[src/design/fb_pkg.sv]
/*
 * Shared definitions for the framebuffer scaler
 *   Pixel and address types, raster position types
 *   Source frame size and the fixed 640x480@60 modeline
 *   Window placement, scale factor and output pipeline latency
 */

`default_nettype none

package fb_pkg;

    // ----------------------------------------------------------------------
    // Source frame and memory
    // ----------------------------------------------------------------------
    localparam int PIX_W     = 8;                   // Bits per pixel
    localparam int SRC_W     = 160;                 // Source pixels per line
    localparam int SRC_H     = 120;                 // Source lines per frame
    localparam int ADDR_W    = 15;                  // Enough for SRC_W * SRC_H words
    localparam int FRAME_PIX = SRC_W * SRC_H;       // Words held by the frame memory

    typedef logic [PIX_W-1:0]  pixel_t;
    typedef logic [ADDR_W-1:0] addr_t;
    typedef logic [9:0]        hpos_t;              // Raster column, up to 1023
    typedef logic [9:0]        vpos_t;              // Raster line, up to 1023

    // ----------------------------------------------------------------------
    // VGA 640x480@60 modeline, negative sync on both axes
    // ----------------------------------------------------------------------
    localparam int H_ACTIVE     = 640;
    localparam int H_SYNC_START = 656;              // First column with hsync low
    localparam int H_SYNC_END   = 752;              // First column with hsync high again
    localparam int H_TOTAL      = 800;
    localparam int V_ACTIVE     = 480;
    localparam int V_SYNC_START = 490;
    localparam int V_SYNC_END   = 492;
    localparam int V_TOTAL      = 525;

    // Picture placement, the window is centred on the active area
    localparam int SCALE  = 2;                      // Repeat factor in both directions
    localparam int WIN_X0 = 160;
    localparam int WIN_Y0 = 120;
    localparam int WIN_X1 = WIN_X0 + SRC_W * SCALE; // First column past the window
    localparam int WIN_Y1 = WIN_Y0 + SRC_H * SCALE; // First line past the window

    // Scaler, memory and output register each add one cycle
    localparam int PIPE_LAT = 3;

endpackage

`default_nettype wire

[src/design/pixel_capture.sv]
/*
 * Input side of the framebuffer
 *   Column and row counters driven by the blank signals
 *   Hblank edge detector, frame bound check
 *   Registered memory write port
 */

`default_nettype none

module pixel_capture (
    input  wire logic           clk_vga,
    input  wire logic           i_rst_n,
    input  wire logic           i_pix_ce,   // Input pixel strobe
    input  wire logic           i_hblank,
    input  wire logic           i_vblank,
    input  wire fb_pkg::pixel_t i_rgb,
    output logic                o_wr_en,
    output fb_pkg::addr_t       o_wr_addr,
    output fb_pkg::pixel_t      o_wr_data
);

    fb_pkg::hpos_t col_cnt;    // Active pixels since hblank, stops at SRC_W
    fb_pkg::vpos_t row_cnt;    // Hblank rising edges since vblank, stops at SRC_H
    logic          hblank_d;   // Hblank seen on the previous strobed cycle
    logic          pix_active;
    logic          in_frame;

    assign pix_active = !i_hblank && !i_vblank;  // Both blanks low means a visible pixel
    assign in_frame   = (col_cnt < fb_pkg::SRC_W) && (row_cnt < fb_pkg::SRC_H);

    // ----------------------------------------------------------------------
    // Counters, they only move on strobed cycles
    // ----------------------------------------------------------------------
    always_ff @(posedge clk_vga) begin
        if (!i_rst_n) begin
            col_cnt  <= '0;
            row_cnt  <= '0;
            hblank_d <= 1'b0;
        end else if (i_pix_ce) begin
            hblank_d <= i_hblank;
            if (i_hblank) begin
                col_cnt <= '0;                    // Next line starts at column 0
            end else if (pix_active && col_cnt != fb_pkg::SRC_W) begin
                col_cnt <= col_cnt + 1'b1;        // Saturates so long lines fall outside
            end
            // Vblank holds the row at 0 and wins over a coincident edge
            if (i_vblank) begin
                row_cnt <= '0;
            end else if (i_hblank && !hblank_d && row_cnt != fb_pkg::SRC_H) begin
                row_cnt <= row_cnt + 1'b1;        // A line just ended
            end
        end
    end

    // Write strobe, one cycle after the sampled pixel
    always_ff @(posedge clk_vga) begin
        if (!i_rst_n) begin
            o_wr_en <= 1'b0;
        end else begin
            o_wr_en <= i_pix_ce && pix_active && in_frame;
        end
    end

    // Address and data travel with the strobe, the strobe alone qualifies them
    always_ff @(posedge clk_vga) begin
        o_wr_addr <= fb_pkg::addr_t'(row_cnt * fb_pkg::SRC_W + col_cnt);
        o_wr_data <= i_rgb;
    end

endmodule

`default_nettype wire

[config.mk]
export PLATFORM = sky130hd
export DESIGN_NAME = pixel_capture
export DESIGN_NICKNAME = d
export VERILOG_FILES = /design/src/design/fb_pkg.sv /design/src/design/pixel_capture.sv
export SDC_FILE = /design/constraint.sdc
export NUM_CORES = 1
export LEC_CHECK = 0
export ABC_AREA = 1
export BUFFER_PORTS_ARGS = -buffer_cell sky130_fd_sc_hd__buf_2
export CORE_MARGIN = 4
export CORE_UTILIZATION = 46
export CTS_CLUSTER_DIAMETER = 50
export DETAILED_ROUTE_END_ITERATION = 7
export PLACE_DENSITY = 0.66
export SETUP_SLACK_MARGIN = 0.5
export SYNTH_ARGS = -nofsm -noshare
export SYNTH_HDL_FRONTEND = slang
export SYNTH_SLANG_ARGS = --single-unit
[constraint.sdc]
create_clock -name clk_vga -period 5.5 [get_ports clk_vga]
set_clock_uncertainty 0.05 [all_clocks]
set_input_delay 1.65 -clock clk_vga [delete_from_list [all_inputs] [get_ports clk_vga]]
set_output_delay 1.65 -clock clk_vga [all_outputs]
set_load 0.02 [all_outputs]
Word level (Yosys, flattened, before mapping)
Cells that the tools add are included.
Word-level totals
  flip-flop bits (word level): 45
  input bits: 13
  output and inout port bits: 24
  word-level logic and storage cells: 32
Cells by class
  $add $sub $neg: 3
  multipliers: 1
  order comparisons: 2
  equal/unequal tests: 2
  multiplexer cells: 4
  reductions and logical operators: 14
Operators with widths (number)
  $mux 10: 4
  $add 10x1->10 const B: 2
  $add 15x10->15: 1
  $lt 10x7->1 const B: 1
  $lt 10x8->1 const B: 1
  $mul 10x3->10 const B: 1
  $ne 10x7->1 const B: 1
  $ne 10x8->1 const B: 1
  $logic_and 1x1->1: 7
  $reduce_and 2->1: 2
  $reduce_bool 2->1: 2
  $logic_not 1->1: 3

Longest topological paths before layout
Gate-level depths: netlist of the first run.
  depth after elaboration: 5
  gate-level depth with buffers: 15
  depth with buffers taken out: 15

Worst setup path after synthesis of the first run
No wires, ideal clock.
  kind: input to register
  start: in i_vblank
  end: reg col_cnt[6]
  library setup time: 0.115 ns
  arrival time: 2.387 ns
  data required time: 5.335 ns
  slack: 2.948 ns
  cell stages on the path: 8
  buffers on the path: 2
  cell sequence: buf_2 -> nor2_1 -> nand2_4 -> nand2_4 -> buf_6 -> nand3_2 -> nand2_1 -> nor2_1
Between the ends
  cells in the longest elaborated chain, start to end: 5
RTL lines
  from (decl): line pixel_capture.sv:15  | input wire logic i_vblank,
  $logic_not 1->1: line pixel_capture.sv:28  | assign pix_active = !i_hblank && !i_vblank;
  $logic_and 1x1->1: line pixel_capture.sv:28
  $logic_and 1x1->1: line pixel_capture.sv:43  | end else if (pix_active && col_cnt != fb_pkg::SRC_W) begin
  $reduce_bool 2->1 (no line)
  $reduce_and 2->1 (no line)
  to (signal assigned): line pixel_capture.sv:44  | col_cnt <= col_cnt + 1'b1;
  to (decl): line pixel_capture.sv:22  | fb_pkg::hpos_t col_cnt;
No other way between the ends.
A chain may end at the register's enable or synchronous reset.

Worst setup path in the final report of the first run
  start: reg row_cnt[3]
  end: reg o_wr_addr[14]
Between the ends
  cells in the longest elaborated chain, start to end: 2
RTL lines
  from (decl): line pixel_capture.sv:23  | fb_pkg::vpos_t row_cnt;
  from (signal assigned): line pixel_capture.sv:50  | row_cnt <= row_cnt + 1'b1;
  $mul 10x3->10: line pixel_capture.sv:66  | o_wr_addr <= fb_pkg::addr_t'(row_cnt * fb_pkg::SRC_W + col_cnt);
  $add 15x10->15: line pixel_capture.sv:66
  to (signal assigned): line pixel_capture.sv:66
  to (decl): line pixel_capture.sv:18  | output fb_pkg::addr_t o_wr_addr,
No other way between the ends.

==> reports/results.md, run 1 <==
| Parameter | This run | Unit |
| --- | --- | --- |
| Core area | 0.005205 | mm^2 |
| Number of failing hold endpoints at the final stage | 0 | - |
| Skew-Pair Late Insertion Delay | 0.30 | ns |
| Final-report max-slew violation count | 0 | - |
| Critical Path Source | row_cnt[3]$_SDFFE_PN0P_ | - |
| Tot GR Track Use | 16.70 | % |
| Clock tree from TritonCTS | yes | - |
| Met3 routed wirelength | 228 | um |
| Worst slack on hold paths | 0.3408 | ns |
| Data arrival time of the critical path | 2.86 | ns |
| Clock root buffer | clkbuf_8 | - |
| Die width | 82.13 | um |
| Detailed-routing wirelength on met1 | 2496 | um |
| Maximum number of pins on one net before global-route repair | 15 | - |
| Netlist area before placement | 0.002527 | mm^2 |
| Net count after synthesis | 382 | - |
| Warnings from Yosys | 0 | - |
| Setup repair after global routing missed its margin | no | - |
| Number of distinct library cells after synthesis | 30 | - |
| Remaining global-route overflow | 0 | - |
| Row Count | 26 | - |
| Ports | 37 | - |
| Post-layout worst setup margin | 2.792 | ns |
| Area of the die | 0.006745 | mm^2 |
| Number of global-route vias before repair | 2068 | - |
| Setup total negative slack | 0 | ns |
| Global-route wire length before repair | 8769 | um |
| Crit Path Max Fanout | 6 | - |
| Slew @ Worst Pin | 0.3851 | ns |
| Final count of negative-setup-slack endpoints | 0 | - |
| Share of synthesized area occupied by flip-flops and latches | 35.64 | % |
| Critical path class | reg -> reg | - |
| Sum of net half-perimeters after detailed placement | 3759 | um |
| Highest metal layer used by the detailed router | met4 | - |
| DRT iter0 DRCs | 81 | - |
| Buffer levels on the longest clock path | 2 | - |
| Worst slack, placed | 2.799 | ns |
| Leading post-synthesis cells by cell area | dfxtp_1 36%, nand2_1 13%, ha_1 11%, inv_1 6.7%, nand3_1 5.1% | - |
| FF+latch count, synth | 45 | - |
| Async S/R FF share, synth | 0 | % |
| Count leader, synth | nand2_1 | - |
| Number of enable-type register cells in the synthesized netlist | 0 | - |
| Critical Path Start Type | register | - |
| Total wire length after detailed routing | 4804 | um |
| Max-slew headroom | 74.30 | % |
| Number of buffers inserted by port buffering | 36 | - |
| Antenna violations before repair | 0 | - |
| Post-CTS setup buffer count | 0 | - |
| FMAX | 369.2 | MHz |
| Post-CTS Hold Buffers | 0 | - |
| Maximum vdd drop | 0.1251 | mV |
| Reg2reg end | o_wr_addr[14]$_DFF_P_ | - |
| Final-stage net count | 422 | - |
| Die Ht | 82.13 | um |
| Total area of multi-input combinational cells | 0.001423 | mm^2 |
| Count of antenna-violating nets left after detailed routing | 0 | - |
| Critical path capture point type | register | - |
| Number of fill cells in the layout | 504 | - |
| Slack of the worst reg-to-reg path | 2.79 | ns |
| Synth Instances | 345 | - |
| Via Count | 2152 | - |
| Clk slew on worst S/H paths | 0.08 | ns |
| Max-cap violations | 0 | - |
| Status | complete, no violations | - |
| Leading area contributor after synthesis | dfxtp_1 | - |
| PwrDens | 220.1 | mW/mm^2 |
| Fraction of post-synthesis cell area in the top cell type by area | 35.64 | % |
| Total placed instance area | 0.002775 | mm^2 |
| TritonCTS sink count | 45 | - |
| # H-tree levels | 2 | - |
| Data required time at the worst endpoint | 5.65 | ns |
| Starting density of the core | 48.56 | % |
| Final worst path period need | 2.708 | ns |
| Worst Reg2Reg Path Length in Cells | 15 | - |
| Fraction of layout instances using a drive strength above 1 | 17.88 | % |
| Overall power of the completed layout | 0.6365 | mW |
| Total length of routed met2 wires | 2012 | um |
| Mean Syn Cell Area | 7.326 | um^2 |
| Placer Congestion | 0.8241 | - |
| Area Overhead vs Synth | 14.41 | % |
| Leakage power | 1.450 | nW |
| Portion of the clock cycle consumed by the worst path in the final layout | 49.24 | % |
| Total inserted antenna cells | 0 | - |
| Layout Cell Area excl Fill | 0.002892 | mm^2 |
| Launch point of the worst reg-to-reg path | row_cnt[3]$_SDFFE_PN0P_ | - |
| Sequential standard cell area | 900.9 | um^2 |
| Post-CTS Resized | 0 | - |
| Residual DRC | 0 | - |
| Setup crit end | o_wr_addr[14]$_DFF_P_ | - |
| Clock buffer count from CTS | 5 | - |
| Leading post-synthesis cells by instance count | 90 x nand2_1, 45 x dfxtp_1, 45 x inv_1, 31 x nor2_1, 26 x nand3_1 | - |
| Top_reg_cell synth | dfxtp_1 | - |
| WL/cell | 10.54 | um |
| Vias per cell | 4.719 | - |
| Hold Crit Class | reg -> reg | - |
| Drt first pass iters | 4 | - |
-- power breakdown --
group / leakage, nW / switching [mW] / internal, mW
clock: 0.0585 / 0.112 / 0.148
sequential: 0.366 / 0.00304 / 0.332
combinational: 1.03 / 0.0282 / 0.0132
-- cell type report --
| class | count | area share [%] |
|---|---|---|
| Clock inverter | 1 | 1.039 |
| Tap cell | 70 | 3.029 |
| Inverter | 49 | 6.361 |
| Timing Repair Buffer | 36 | 6.231 |
| Multi-Input combinational cell | 248 | 49.20 |
| Sequential cell | 45 | 31.16 |
| Clock buffer | 7 | 2.986 |
-- cell families (layout without fill, tap and decap cells) --
kind of cell	count (synthesis)	after routing	synth area share (%)
xor+xnor	12	12	4.158
simple gates	183	183	33.61
compound gates	29	29	6.040
buf+inv	52	93	8.069
flops	45	45	35.64
fa+ha+maj	24	24	12.48
-- worst max-delay path, stage by stage (launching register included) --
cell	delay, ns
dfxtp_1	0.39
ha_1	0.31
ha_1	0.19
inv_1	0.06
fa_1	0.47
inv_1	0.04
ha_1	0.33
nand2_1	0.09
nor2_1	0.09
nand2_1	0.06
nand3_1	0.10
nand2_1	0.08
nor2_2	0.15
nand3_1	0.09
nand2_1	0.06
nand2_1	0.04
-- flip-flops by register name, indices dropped and copies added (netlist names) --
register   count
col_cnt       10
hblank_d       1
o_wr_addr     15
o_wr_data      8
o_wr_en        1
row_cnt       10
-- layer usage --
metal | vias to the layer above | track usage [%]
li1 | 1175 | -
met1 | 933 | 22.03
met2 | 39 | 26.58
met3 | 5 | 4.230
met4 | 0 | 5.482
met5 | - | 0
-- placed cells by master, fill, tap and decap left out, types with 2 or more instances in the layout --
| master | n |
|---|---|
| nand3_1 | 26 |
| nand2_4 | 4 |
| a21oi_1 | 22 |
| nand4_1 | 6 |
| fa_1 | 2 |
| xor2_1 | 8 |
| nor3_1 | 5 |
| clkbuf_8 | 6 |
| nor2_2 | 6 |
| o21ai_0 | 2 |
| inv_2 | 4 |
| inv_1 | 45 |
| nand3_2 | 2 |
| nand2_1 | 90 |
| o21ai_1 | 2 |
| buf_2 | 36 |
| nand2_2 | 6 |
| xnor2_1 | 4 |
| dfxtp_1 | 45 |
| nand3b_1 | 3 |
| nor2_1 | 31 |
| ha_1 | 22 |
-- worst min path at each step --
stage	start	to	slack, ns	cells after the start
floorplan	col_cnt[2]$_SDFFE_PN0P_	o_wr_addr[2]$_DFF_P_	0.31	0
global placement	col_cnt[3]$_SDFFE_PN0P_	o_wr_addr[3]$_DFF_P_	0.32	0
detailed placement	col_cnt[3]$_SDFFE_PN0P_	o_wr_addr[3]$_DFF_P_	0.33	0
CTS	col_cnt[3]$_SDFFE_PN0P_	o_wr_addr[3]$_DFF_P_	0.34	0
global route	col_cnt[3]$_SDFFE_PN0P_	o_wr_addr[3]$_DFF_P_	0.36	0
finish	col_cnt[3]$_SDFFE_PN0P_	o_wr_addr[3]$_DFF_P_	0.34	0
-- per-stage QoR --
step,utilization (%),std cells
after floorplan,-,345
final,55.55,456
after global routing,55.55,456
after global placement,53.32,448
after CTS,55.55,456
after detailed placement,53.32,448
Power figures use the tool's default switching activity.
==> run 2, diff against run 1 <==
ABC_AREA = 0   (was 1)
PLACE_DENSITY = 0.67   (was 0.66)
clock period = 2.6 ns   (was 5.5 ns; I/O delays follow)
==> reports/results.md, run 2 <==
| Parameter | This run | Unit |
| --- | --- | --- |
| Data required time at the worst endpoint | 2.73 | ns |
| Portion of total power attributed to the clock network | 36.7 | % |
| Total wire length after detailed routing | 4053 | um |
| Skew-Pair Late Insertion Delay | 0.30 | ns |
| Series of cell instances along the critical path | ha_4 -> ha_4 -> inv_2 -> fa_2 -> nand2b_4 -> a21oi_4 -> xor2_2 -> nand2_1 -> nor4_2 -> xnor2_1 | - |
| Max FFs per register | 15 | - |
| Maximum vdd drop | 0.2516 | mV |
| Combinational power share | 6.1 | % |
| Post-CTS Hold Buffers | 0 | - |
| Status | complete, no violations | - |
| Clk slew on worst S/H paths | 0.08 | ns |
| Count of antenna-violating nets left after detailed routing | 0 | - |
| Die width | 76.42 | um |
| Netlist area before placement | 0.002153 | mm^2 |
| FMAX | 430.3 | MHz |
| Slack of the worst reg-to-reg path | 0.28 | ns |
| Maximum number of pins on one net before global-route repair | 15 | - |
| Area Overhead vs Synth | 24.75 | % |
| Max-slew headroom | 68.10 | % |
| Reg2reg end | o_wr_addr[14]$_DFF_P_ | - |
| Net load switching power | 0.2837 | mW |
| Final worst path period need | 2.324 | ns |
| PwrDens | 455.9 | mW/mm^2 |
| Synth Instances | 217 | - |
| # H-tree levels | 2 | - |
| Number of failing hold endpoints at the final stage | 0 | - |
| Setup total negative slack | 0 | ns |
| Share of synthesized area occupied by flip-flops and latches | 41.84 | % |
| TritonCTS sink count | 45 | - |
| Most frequent cells in the layout | 40 x dfxtp_1, 36 x buf_2, 22 x nor2_1 | - |
| Number of global-route vias before repair | 1649 | - |
| Critical path class | reg -> reg | - |
| Portion of the clock cycle consumed by the worst path in the final layout | 89.38 | % |
| Setup crit end | o_wr_addr[14]$_DFF_P_ | - |
| Count leader, synth | dfxtp_1 | - |
| Stage delay of the slowest cell on the critical path | 0.38 | ns |
| Internal Power | 0.9410 | mW |
| Warnings from Yosys | 0 | - |
| WL/cell | 12.59 | um |
| Remaining global-route overflow | 0 | - |
| Clock root buffer | clkbuf_8 | - |
| Critical Path Source | row_cnt[3]$_SDFFE_PN0P_ | - |
| Setup repair after global routing missed its margin | yes | - |
| Final count of negative-setup-slack endpoints | 0 | - |
| Ports | 37 | - |
| Crit Path Max Fanout | 2 | - |
| Sum of net half-perimeters after detailed placement | 2933 | um |
| Leakage power | 1.193 | nW |
| Top register by number of flip-flops | o_wr_addr | - |
| Mean Syn Cell Area | 9.923 | um^2 |
| Number of enable-type register cells in the synthesized netlist | 0 | - |
| Max-cap violations | 0 | - |
| Leading post-synthesis cells by instance count | 45 x dfxtp_1, 22 x ha_1, 22 x nor2_1, 15 x xnor2_1, 13 x xor2_1 | - |
| Async S/R FF share, synth | 0 | % |
| Slew @ Worst Pin | 0.4735 | ns |
| Biggest registers after layout | o_wr_addr: 15 flops, col_cnt: 10 flops, row_cnt: 10 flops | - |
| Drt first pass iters | 4 | - |
| Via Count | 1646 | - |
| Final-report max-slew violation count | 0 | - |
| Fraction of the core area covered by cells at the end of the flow | 60.44 | % |
| Starting density of the core | 48.45 | % |
| Number of distinct library cells after synthesis | 42 | - |
| Leading area contributor after synthesis | dfxtp_1 | - |
| Most used cell, CP | ha_4 | - |
| Fraction of layout instances using a drive strength above 1 | 30.37 | % |
| Number of buffers inserted by port buffering | 36 | - |
| Row Count | 24 | - |
| Antenna violations before repair | 0 | - |
| Residual DRC | 0 | - |
| Clock buffer count from CTS | 5 | - |
| Core area | 0.004444 | mm^2 |
| Portion of total power attributed to sequential cells | 57.2 | % |
| Tot GR Track Use | 14.68 | % |
| Leading post-synthesis cells by cell area | dfxtp_1 42%, ha_1 13%, xnor2_1 6.1%, xor2_1 5.3%, nor2_1 3.8% | - |
| Top_reg_cell synth | dfxtp_1 | - |
| Clock tree from TritonCTS | yes | - |
| CP max stage cell | fa_2 | - |
| Fraction of post-synthesis cell area in the top cell type by area | 41.84 | % |
| Area of the die | 0.005840 | mm^2 |
| Net count after synthesis | 254 | - |
| Hold Crit Class | reg -> reg | - |
| Global-route wire length before repair | 7107 | um |
| Vias per cell | 5.112 | - |
| Switching power share of the total | 23.16 | % |
| DRT iter0 DRCs | 59 | - |
| Critical Path Start Type | register | - |
| Worst Reg2Reg Path Length in Cells | 10 | - |
| Final-stage net count | 306 | - |
| Critical path capture point type | register | - |
| Buffer levels on the longest clock path | 2 | - |
| Placer Congestion | 0.7164 | - |
| Data arrival time of the critical path | 2.46 | ns |
| Total inserted antenna cells | 0 | - |
| FF+latch count, synth | 45 | - |
| Die Ht | 76.42 | um |
| Most common cell after layout, fill and taps aside | dfxtp_1 | - |
| Launch point of the worst reg-to-reg path | row_cnt[3]$_SDFFE_PN0P_ | - |
==> run 2: worst min path at each step <==
stage | from | end | slack [ns] | depth (start not counted)
floorplan | col_cnt[1]$_SDFFE_PN0P_ | o_wr_addr[1]$_DFF_P_ | 0.32 | 0
global placement | col_cnt[1]$_SDFFE_PN0P_ | o_wr_addr[1]$_DFF_P_ | 0.34 | 0
detailed placement | col_cnt[1]$_SDFFE_PN0P_ | o_wr_addr[1]$_DFF_P_ | 0.35 | 0
CTS | col_cnt[1]$_SDFFE_PN0P_ | o_wr_addr[1]$_DFF_P_ | 0.36 | 0
global route | col_cnt[1]$_SDFFE_PN0P_ | o_wr_addr[1]$_DFF_P_ | 0.38 | 0
finish | col_cnt[1]$_SDFFE_PN0P_ | o_wr_addr[1]$_DFF_P_ | 0.36 | 0
==> run 2: power groups by stage <==
stage	clock (mW)	combinational, mW	sequential (mW)
after CTS	0.467	0.0749	0.702
after floorplan	0	0.0325	0.734
after global routing	0.498	0.0818	0.703
after detailed placement	0	0.0745	0.722
after global placement	0	0.0739	0.721
final	0.449	0.0745	0.701
==> run 2: kinds of logic after synthesis <==
group                    Yosys count  synth area share [%]
AND/OR/NAND/NOR                   75                 19.29
flip-flops                        45                 41.84
AO/OA/AOI/OAI                     32                 10.28
buffers and inverters             12                 2.092
multiplexers                       1                0.4649
XOR/XNOR                          28                 11.39
adder cells (fa/ha/maj)           24                 14.64
==> run 2: per-layer routing <==
layer  vias up  share of wire [%]  track usage (%)
li1        852                  -                -
met1       764                 44            16.90
met2        24                 51            26.10
met3         6                3.8            3.783
met4         0                1.5            5.254
met5         -                  0                0
==> run 2: metrics by stage <==
step	std cells	cell area [um^2]	hold slack, ns	worst slack [ns]	power [mW]
finish	322	2686	0.3553	0.2762	1.225
global placement	305	2460	0.3408	0.3031	0.7950
global route	322	2686	0.3777	0.1649	1.283
floorplan	217	2215	0.3246	0.3907	0.7663
CTS	321	2651	0.3604	0.3336	1.245
detailed placement	305	2460	0.3526	0.2789	0.7960
==> run 2: what timing repair did <==
item                                    in CTS  in global routing
endpoints found under the setup margin       5                  5
pin swaps                                    9                  7
setup buffers                                8                  1
resized for setup                            9                  6
endpoints found under the hold margin        0                  0
==> run 2: final cells by class <==
cell class / count / area [um^2]
Timing Repair Buffer: 45 / 247.7
Clock inverter: 2 / 13.76
Sequential cell: 45 / 919.6
Multi-Input combinational cell: 160 / 1313
Inverter: 12 / 45.04
Clock buffer: 6 / 82.58
Fill cell: 404 / 1758
Tap cell: 52 / 65.06
==> run 2: worst max-delay path: cells and delay by family (launching register included) <==
family	cells	cell delay [ns]
xor gates and xnor gates	2	0.28
buffers and inverters	1	0.04
AOI/OAI and AO/OA	1	0.19
and+or+nand+nor	3	0.51
adders and majority gates	3	0.76
DFF	1	0.36
